===== src/hw/mips_isa_pkg.sv =====
`default_nettype none

package mips_isa_pkg;

    typedef logic [31:0] word_t;
    typedef logic [4:0]  reg_addr_t;
    typedef logic [5:0]  opcode_t;
    typedef logic [5:0]  funct_t;
    typedef logic [4:0]  shamt_t;

    // Primary opcodes, bits 31:26 of the instruction
    localparam opcode_t OP_RTYPE = 6'h00;
    localparam opcode_t OP_ADDIU = 6'h09;
    localparam opcode_t OP_ORI   = 6'h0d;
    localparam opcode_t OP_LW    = 6'h23;
    localparam opcode_t OP_SW    = 6'h2b;

    // Funct codes for R-type, bits 5:0
    localparam funct_t FN_SLL  = 6'h00;
    localparam funct_t FN_JR   = 6'h08;
    localparam funct_t FN_ADDU = 6'h21;
    localparam funct_t FN_SUBU = 6'h23;
    localparam funct_t FN_AND  = 6'h24;
    localparam funct_t FN_OR   = 6'h25;
    localparam funct_t FN_XOR  = 6'h26;
    localparam funct_t FN_SLT  = 6'h2a;
    localparam funct_t FN_SLTU = 6'h2b;

    typedef enum logic [2:0] {
        ADD,
        SUB,
        AND,
        OR,
        XOR,
        SLL,
        SLT,
        SLTU
    } alu_op_e;

    localparam reg_addr_t REG_V0 = 5'd2; // Result register seen by the outside

endpackage

`default_nettype wire


===== src/hw/avalon_bus_pkg.sv =====
`default_nettype none

package avalon_bus_pkg;

    // Byte address, the CPU only issues word-aligned values
    typedef logic [31:0] bus_addr_t;

    typedef logic [31:0] bus_data_t;

    // One bit per byte lane of bus_data_t
    typedef logic [3:0]  bus_be_t;

endpackage

`default_nettype wire


===== src/hw/mips_regfile.sv =====
`timescale 1ns/10ps
`default_nettype none

module mips_regfile import mips_isa_pkg::*; (
    input  logic      clk,
    input  logic      rst,
    input  reg_addr_t rs_addr,
    input  reg_addr_t rt_addr,
    input  logic      wr_en,
    input  reg_addr_t wr_addr,
    input  word_t     wr_data,
    output word_t     rs_data,
    output word_t     rt_data,
    output word_t     v0
);

    word_t regs [32];

    always_ff @(posedge clk) begin
        if (rst) begin
            for (int i = 0; i < 32; i++) begin
                regs[i] <= '0;
            end
        end else if (wr_en && wr_addr != '0) begin // $zero never changes
            regs[wr_addr] <= wr_data;
        end
    end

    // Both read ports are asynchronous
    assign rs_data = regs[rs_addr];
    assign rt_data = regs[rt_addr];

    assign v0 = regs[REG_V0];

endmodule

`default_nettype wire


===== src/hw/mips_alu.sv =====
`timescale 1ns/10ps
`default_nettype none

module mips_alu import mips_isa_pkg::*; (
    input  alu_op_e op,
    input  word_t   a,
    input  word_t   b,
    input  shamt_t  shamt,
    output word_t   result
);

    logic lt_signed;
    logic lt_unsigned;

    assign lt_signed   = $signed(a) < $signed(b);
    assign lt_unsigned = a < b;

    always_comb begin
        case (op)
            ADD: begin
                result = a + b; // Wraps, no overflow trap
            end
            SUB: begin
                result = a - b;
            end
            AND: begin
                result = a & b;
            end
            OR: begin
                result = a | b;
            end
            XOR: begin
                result = a ^ b;
            end
            SLL: begin
                result = b << shamt; // The shifted operand is rt
            end
            SLT: begin
                result = {31'b0, lt_signed};
            end
            SLTU: begin
                result = {31'b0, lt_unsigned};
            end
            default: begin
                result = '0;
            end
        endcase
    end

endmodule

`default_nettype wire


===== src/hw/mips_control.sv =====
`timescale 1ns/10ps
`default_nettype none

module mips_control import mips_isa_pkg::*; (
    input  logic    clk,
    input  logic    rst,
    input  word_t   instr,
    input  logic    waitrequest,
    input  word_t   jr_target,
    output logic    state_fetch,
    output logic    ir_load,
    output logic    pc_load,
    output logic    pc_jump,
    output logic    mem_read,
    output logic    mem_write,
    output logic    rf_wr_en,
    output logic    rf_sel_rt_dest,
    output logic    rf_sel_mem,
    output alu_op_e alu_op,
    output logic    alu_sel_imm,
    output logic    imm_zero_ext,
    output logic    halted
);

    typedef enum logic [2:0] {
        FETCH,
        DECODE,
        EXECUTE,
        MEMORY,
        HALT
    } state_e;

    state_e  state;
    state_e  state_next;
    logic    boot;       // High for the first cycle out of reset, holds off the fetch
    opcode_t opcode;
    funct_t  funct;
    logic    is_rtype;
    logic    is_jr;
    logic    is_lw;
    logic    is_sw;
    logic    writes_reg; // ALU result goes to the register file
    logic    jr_halt;

    assign opcode = instr[31:26];
    assign funct  = instr[5:0];

    assign is_rtype = opcode == OP_RTYPE;
    assign is_jr    = is_rtype && funct == FN_JR;
    assign is_lw    = opcode == OP_LW;
    assign is_sw    = opcode == OP_SW;
    assign jr_halt  = is_jr && jr_target == '0; // A return to address 0 ends the program

    // Decode of the ALU operation, loads and stores fall through to ADD for the address
    always_comb begin
        alu_op     = ADD;
        writes_reg = 1'b0;
        case (opcode)
            OP_RTYPE: begin
                writes_reg = 1'b1;
                case (funct)
                    FN_SLL:  alu_op = SLL;
                    FN_ADDU: alu_op = ADD;
                    FN_SUBU: alu_op = SUB;
                    FN_AND:  alu_op = AND;
                    FN_OR:   alu_op = OR;
                    FN_XOR:  alu_op = XOR;
                    FN_SLT:  alu_op = SLT;
                    FN_SLTU: alu_op = SLTU;
                    default: writes_reg = 1'b0; // JR, and anything unknown acts as a no-op
                endcase
            end
            OP_ADDIU: begin
                alu_op     = ADD;
                writes_reg = 1'b1;
            end
            OP_ORI: begin
                alu_op     = OR;
                writes_reg = 1'b1;
            end
            default: begin
                alu_op = ADD;
            end
        endcase
    end

    assign rf_sel_rt_dest = !is_rtype; // I-type results land in rt
    assign alu_sel_imm    = !is_rtype;
    assign imm_zero_ext   = opcode == OP_ORI;
    assign rf_sel_mem     = is_lw;

    always_ff @(posedge clk) begin
        if (rst) begin
            state <= FETCH;
            boot  <= 1'b1;
        end else begin
            state <= state_next;
            boot  <= 1'b0;
        end
    end

    always_comb begin
        state_next = state;
        case (state)
            FETCH: begin
                if (!boot && !waitrequest) begin
                    state_next = DECODE;
                end
            end
            DECODE: begin
                state_next = EXECUTE;
            end
            EXECUTE: begin
                if (is_lw || is_sw) begin
                    state_next = MEMORY;
                end else if (jr_halt) begin
                    state_next = HALT;
                end else begin
                    state_next = FETCH;
                end
            end
            MEMORY: begin
                if (!waitrequest) begin // Sit here with the strobe up until the slave is ready
                    state_next = FETCH;
                end
            end
            HALT: begin
                state_next = HALT; // Only reset leaves this state
            end
            default: begin
                state_next = FETCH;
            end
        endcase
    end

    // Strobes come straight from the state, so they stay put across a stall
    assign state_fetch = state == FETCH;
    assign mem_read    = (state == FETCH && !boot) || (state == MEMORY && is_lw);
    assign mem_write   = state == MEMORY && is_sw;

    assign ir_load  = state == FETCH && !boot && !waitrequest;
    assign pc_jump  = state == EXECUTE && is_jr;
    assign pc_load  = ir_load || (pc_jump && !jr_halt);

    assign rf_wr_en = (state == EXECUTE && writes_reg)
                    || (state == MEMORY && is_lw && !waitrequest);

    assign halted = state == HALT;

endmodule

`default_nettype wire


===== src/hw/mips_cpu.sv =====
`timescale 1ns/10ps
`default_nettype none

module mips_cpu import mips_isa_pkg::*, avalon_bus_pkg::*; #(
    parameter bus_addr_t RESET_VECTOR = 32'h0000_0004
) (
    input  logic      clk,
    input  logic      rst,
    input  logic      waitrequest,
    input  bus_data_t readdata,
    output bus_addr_t address,
    output logic      read,
    output logic      write,
    output bus_data_t writedata,
    output bus_be_t   byteenable,
    output logic      active,
    output word_t     register_v0
);

    bus_addr_t pc;
    word_t     ir;
    bus_data_t mdr; // Store data, held steady on the bus while any strobe is up

    logic      state_fetch;
    logic      ir_load;
    logic      pc_load;
    logic      pc_jump;
    logic      mem_read;
    logic      mem_write;
    logic      rf_wr_en;
    logic      rf_sel_rt_dest;
    logic      rf_sel_mem;
    alu_op_e   alu_op;
    logic      alu_sel_imm;
    logic      imm_zero_ext;
    logic      halted;

    word_t     rs_data;
    word_t     rt_data;
    word_t     imm_ext;
    word_t     alu_b;
    word_t     alu_result;
    reg_addr_t wr_addr;
    word_t     wr_data;

    always_ff @(posedge clk) begin
        if (rst) begin
            pc <= RESET_VECTOR;
        end else if (pc_load) begin
            pc <= pc_jump ? rs_data : pc + 32'd4; // There is no delay slot so JR goes straight to rs
        end
    end

    always_ff @(posedge clk) begin
        if (ir_load) begin
            ir <= readdata;
        end
        if (!mem_read && !mem_write) begin
            mdr <= rt_data;
        end
    end

    assign imm_ext = imm_zero_ext ? {16'b0, ir[15:0]} : {{16{ir[15]}}, ir[15:0]};
    assign alu_b   = alu_sel_imm ? imm_ext : rt_data;
    assign wr_addr = rf_sel_rt_dest ? ir[20:16] : ir[15:11];
    assign wr_data = rf_sel_mem ? readdata : alu_result;

    mips_control u_control (
        .clk            (clk),
        .rst            (rst),
        .instr          (ir),
        .waitrequest    (waitrequest),
        .jr_target      (rs_data),
        .state_fetch    (state_fetch),
        .ir_load        (ir_load),
        .pc_load        (pc_load),
        .pc_jump        (pc_jump),
        .mem_read       (mem_read),
        .mem_write      (mem_write),
        .rf_wr_en       (rf_wr_en),
        .rf_sel_rt_dest (rf_sel_rt_dest),
        .rf_sel_mem     (rf_sel_mem),
        .alu_op         (alu_op),
        .alu_sel_imm    (alu_sel_imm),
        .imm_zero_ext   (imm_zero_ext),
        .halted         (halted)
    );

    mips_regfile u_regfile (
        .clk     (clk),
        .rst     (rst),
        .rs_addr (ir[25:21]),
        .rt_addr (ir[20:16]),
        .wr_en   (rf_wr_en),
        .wr_addr (wr_addr),
        .wr_data (wr_data),
        .rs_data (rs_data),
        .rt_data (rt_data),
        .v0      (register_v0)
    );

    mips_alu u_alu (
        .op     (alu_op),
        .a      (rs_data),
        .b      (alu_b),
        .shamt  (ir[10:6]),
        .result (alu_result)
    );

    // Fetches use the PC while loads and stores use base plus offset from the ALU
    assign address    = state_fetch ? pc : alu_result;
    assign read       = mem_read;
    assign write      = mem_write;
    assign writedata  = mdr;
    assign byteenable = 4'b1111; // Word accesses only
    assign active     = !halted;

endmodule

`default_nettype wire


===== config.mk =====
export PLATFORM = sky130hd
export DESIGN_NAME = mips_cpu
export DESIGN_NICKNAME = d
export VERILOG_FILES = /design/src/hw/mips_isa_pkg.sv /design/src/hw/avalon_bus_pkg.sv /design/src/hw/mips_regfile.sv /design/src/hw/mips_alu.sv /design/src/hw/mips_control.sv /design/src/hw/mips_cpu.sv
export SDC_FILE = /design/constraint.sdc
export NUM_CORES = 2
export LEC_CHECK = 0
export BUFFER_PORTS_ARGS = -buffer_cell sky130_fd_sc_hd__clkbuf_2
export CAP_MARGIN = 0
export CORE_ASPECT_RATIO = 0.75
export CORE_UTILIZATION = 30
export DETAILED_ROUTE_END_ITERATION = 12
export PLACE_DENSITY = 0.47
export SYNTH_ARGS = -nofsm -noshare
export SYNTH_HDL_FRONTEND = slang
export SYNTH_HIERARCHICAL = 1
export SYNTH_SLANG_ARGS = --single-unit

===== constraint.sdc =====
create_clock -name clk -period 6.8 [get_ports clk]
set_input_delay 0.68 -clock clk [delete_from_list [all_inputs] [get_ports clk]]
set_output_delay 0.68 -clock clk [all_outputs]
set_load 0.005 [all_outputs]

==> impl_metrics.py <==
metrics = {
    "run_status": {
        "outcome": "completed",
    },
    "synthesis": {
        "seq_area_frac_synth": 0.4883,
        "post_synth.cell_area_avg_um2": 11.09,
        "synth_flop_cell": "sky130_fd_sc_hd__edfxtp_1",
        "yosysWarningCount": 6,
        "netlist_area_mm2": 0.06838,
        "synth-edff-count": 1088,
        "flip_flop_and_latch_count_after_synthesis": 1124,
        "share_of_synthesized_registers_carrying_an_async_set_or_reset": 0,
        "postSynthCellCount": 6165,
        "yosys.cell_types.count": 107,
    },
    "timing": {
        "setup_viol": 0,
        "totalNegativeSetupSlack_ns": 0,
        "timing_hold_violations_final": 0,
        "timing_worst_slew_pin_value_ns": 1.287,
        "max_slew_margin": 0.1339,
        "timing.final.crit_share": 0.9977,
        "skew_ns": 0.04329,
        "final_slew_violations": 0,
        "finalWorstPathRequiredPeriod_ns": 6.785,
        "max_freq_mhz": 147.4,
        "fin_worst_hold_slack_ns": 0.09119,
        "rsz_0062_raised_after_global_routing": "yes",
    },
    "clock_tree": {
        "cts_root_buffer": "sky130_fd_sc_hd__clkbuf_16",
        "clk-insertion-delay-late_ns": 0.80,
        "cts_tree": "done",
        "cts-buffers-inserted": 131,
        "cts_num_sinks": 1124,
        "path_clk_slew_ns": 0.06,
        "clockBufferDepth": 3,
        "htree_levels": 4,
    },
    "setup_path": {
        "worst-setup-path-type": "reg2out",
        "path_cells": "buf_12 -> buf_16 -> buf_16 -> buf_16 -> buf_12 -> mux2i_1 -> a22oi_2 -> nand3_2 -> nand3_4 -> mux2_4 -> inv_1 -> ha_1 -> nand4_1 -> or4_1 -> o21a_1 -> buf_12 -> o21a_4 -> o41ai_4 -> a41oi_2 -> o21ai_1 -> xnor2_1 -> o211ai_2 -> mux2_4 -> buf_6",
        "cpLargestDelayFamily": "compound AO/OA/AOI/OAI gates",
        "crit_buf_inv": 8,
        "crit_path_max_fanout": 8,
        "critical_path.max_stage_delay_ns": 0.49,
        "timing.critical_path.to_type": "output pin",
        "crit_required_ns": 6.12,
        "critical_path_start_type": "flip-flop",
        "timing.critical_path.slowest_stage_cell": "sky130_fd_sc_hd__or4_1",
        "worstPathArrival_ns": 6.10,
    },
    "cells_and_area": {
        "post_route_cells_drive_above_1_share": 0.1959,
        "fillers": 22040,
        "layout.nets": 6590,
        "synthToLayoutAreaGrowth_pct": 19.22,
        "commonest_cells_after_routing_fill_and_taps_aside": "sky130_fd_sc_hd__edfxtp_1 (1088), sky130_fd_sc_hd__mux2i_1 (1052), sky130_fd_sc_hd__and2_1 (1000)",
        "mostFrequentLayoutCell": "sky130_fd_sc_hd__edfxtp_1",
        "fin_cells": 9553,
    },
    "run": {
        "cap_violations": 0,
    },
    "global_routing": {
        "antenna_found_initial": 21,
        "gr-max-usage-layer": "met2",
        "global_route.usage.met1": 0.3647,
        "track_usage": 0.2473,
        "grt_remaining_overflow": 0,
        "gr-usage-met2": 0.3682,
        "grt_first_pass_wirelength_mm": 403.9,
        "first_global_vias": 50090,
        "grt_use_met3": 0.04772,
        "pin_count_of_the_biggest_net_entering_global_routing": 99,
    },
    "placed_design": {
        "buffer_ports.inserted": 133,
        "placed_cells": 9172,
        "dpl.hpwl_mm": 187.7,
        "gp_congestion": 0.9582,
    },
    "detailed_routing": {
        "wl_mm": 297.4,
        "detail_route.vias_per_cell": 5.595,
        "drt_drc_violations_left": 0,
        "drtPass1Iterations": 6,
        "antenna_violating_nets_remaining": 0,
        "wire_per_inst_um": 31.14,
        "detailroute.via_count": 53450,
        "initialDrtViolationCount": 6628,
    },
    "floorplan": {
        "boundaryPins": 138,
        "floorplan.die.height_um": 415.5,
        "initial_utilization": 0.3024,
        "coreArea_mm2": 0.2262,
        "num_rows": 151,
        "die_width_um": 553.3,
        "die-area_mm2": 0.2299,
    },
    "power_and_ir_drop": {
        "p_per_area_mw_per_mm2": 231.1,
        "worst_voltage_drop_across_the_vdd_grid_mv": 0.2664,
        "cellLeakagePower_nw": 32.71,
    },
    "worst_hold_path": {
        "min-delay-path-class": "in2reg",
    },
}
==> layout make-up <==
class / count / area (µm²) / area share
flip-flops and latches: 1124 / 33390 / 0.4096
multi-input cells: 4375 / 33370 / 0.4093
repair buffers: 688 / 6496 / 0.07969
well taps: 2983 / 3732 / 0.04578
clock buffers: 163 / 3398 / 0.04168
clock inverters: 72 / 584.3 / 0.007167
inverters: 136 / 524.3 / 0.006431
diodes: 12 / 30.03 / 0.0003683
==> worst register-to-register path, cell delays in order, from the launching register on <==
cell                        delay, ns
sky130_fd_sc_hd__edfxtp_1        0.41
sky130_fd_sc_hd__buf_12          0.16
sky130_fd_sc_hd__bufbuf_16       0.32
sky130_fd_sc_hd__buf_12          0.19
sky130_fd_sc_hd__mux2i_1         0.13
sky130_fd_sc_hd__a22o_1          0.24
sky130_fd_sc_hd__nor3_1          0.31
sky130_fd_sc_hd__a31oi_2         0.15
sky130_fd_sc_hd__nand3_1         0.25
sky130_fd_sc_hd__inv_1           0.12
sky130_fd_sc_hd__ha_4            0.31
sky130_fd_sc_hd__inv_2           0.07
sky130_fd_sc_hd__o21bai_4        0.15
sky130_fd_sc_hd__o41a_1          0.20
sky130_fd_sc_hd__a31oi_2         0.12
sky130_fd_sc_hd__buf_4           0.16
sky130_fd_sc_hd__o21ba_4         0.23
sky130_fd_sc_hd__o21a_4          0.21
sky130_fd_sc_hd__or3_4           0.39
sky130_fd_sc_hd__a221oi_2        0.26
sky130_fd_sc_hd__xnor2_1         0.20
sky130_fd_sc_hd__o221ai_4        0.21
sky130_fd_sc_hd__buf_4           0.24
sky130_fd_sc_hd__buf_4           0.12
sky130_fd_sc_hd__mux2_2          0.31
sky130_fd_sc_hd__buf_12          0.18
sky130_fd_sc_hd__and2_1          0.20
==> metal layers <==
layer	vias up	wire (µm)
met5	-	41
met3	369	24970
met4	6	7552
li1	23230	-
met1	27370	138200
met2	2475	126700
==> synthesized netlist by cell type (75+ instances only) <==
cell type | number | area share
sky130_fd_sc_hd__clkbuf_1 | 269 | 0.015
sky130_fd_sc_hd__mux2i_1 | 1060 | 0.16
sky130_fd_sc_hd__nand2_1 | 328 | 0.018
sky130_fd_sc_hd__nand3_1 | 211 | 0.015
sky130_fd_sc_hd__ha_1 | 97 | 0.018
sky130_fd_sc_hd__a31oi_1 | 77 | 0.0070
sky130_fd_sc_hd__a21oi_1 | 324 | 0.024
sky130_fd_sc_hd__a22o_1 | 130 | 0.017
sky130_fd_sc_hd__buf_4 | 75 | 0.0082
sky130_fd_sc_hd__and2_1 | 1001 | 0.092
sky130_fd_sc_hd__edfxtp_1 | 1088 | 0.48
sky130_fd_sc_hd__inv_1 | 131 | 0.0072
sky130_fd_sc_hd__nor2_1 | 170 | 0.0093
sky130_fd_sc_hd__o21ai_0 | 111 | 0.0081
sky130_fd_sc_hd__a22oi_1 | 204 | 0.022
sky130_fd_sc_hd__nor3_1 | 95 | 0.0070
sky130_fd_sc_hd__mux2_2 | 88 | 0.014
==> state kept, by name (all words and copies together), names as in the netlist <==
name and flops:
u_control/state 3, u_control/boot 1, writedata 32, u_regfile/regs 1024, ir 32, pc 32
==> power breakdown <==
group	switching, W	total [W]	internal (W)	leakage (nW)
combinational	0.00262	0.00397	0.00136	19.3
clock	0.00313	0.00687	0.00373	1.94
sequential	0.000156	0.00800	0.00785	11.5
==> cells by family after synthesis <==
logic type | count (synthesis) | share of synthesized area
adders and majority gates | 99 | 0.01833
xor gates and xnor gates | 24 | 0.003074
other | 2 | 0.0001098
muxes | 1160 | 0.1736
AOI/OAI and AO/OA | 1059 | 0.1039
DFF | 1124 | 0.4883
buffers and inverters | 701 | 0.05147
and+or+nand+nor | 1996 | 0.1612
==> what timing repair did <==
action | in CTS | in global routing
gates cloned | 19 | 11
hold buffers | 0 | 0
gates resized for setup | 218 | 166
pin swaps | 41 | 94
endpoints found under the setup margin | 78 | 19
buffers inserted | 44 | 67
==> through the flow <==
stage / util / power [W] / setup slack (ns) / cell area, µm²
final: 0.3605 / 0.01884 / 0.01546 / 81520
after global routing: 0.3603 / 0.01938 / -0.1256 / 81490
after CTS: 0.3540 / 0.01877 / -0.02727 / 80060
after detailed placement: 0.3269 / 0.01172 / -0.2210 / 73930
after global placement: 0.3269 / 0.01172 / -0.2606 / 73930
after floorplan: - / 0.009899 / 1.699 / 68510
==> path summary, 6_finish.rpt <==
check                                   from                     to  slack [ns]  cells after the start
worst max register to register        ir[22]  u_regfile/regs[7][30]        0.68                     26
worst min register to register         pc[0]                  pc[0]        0.45                      2
worst min-delay path            readdata[26]                 ir[26]        0.09                      1
worst max-delay path                  ir[17]            address[31]        0.02                     24
Power figures use the tool's default switching activity.
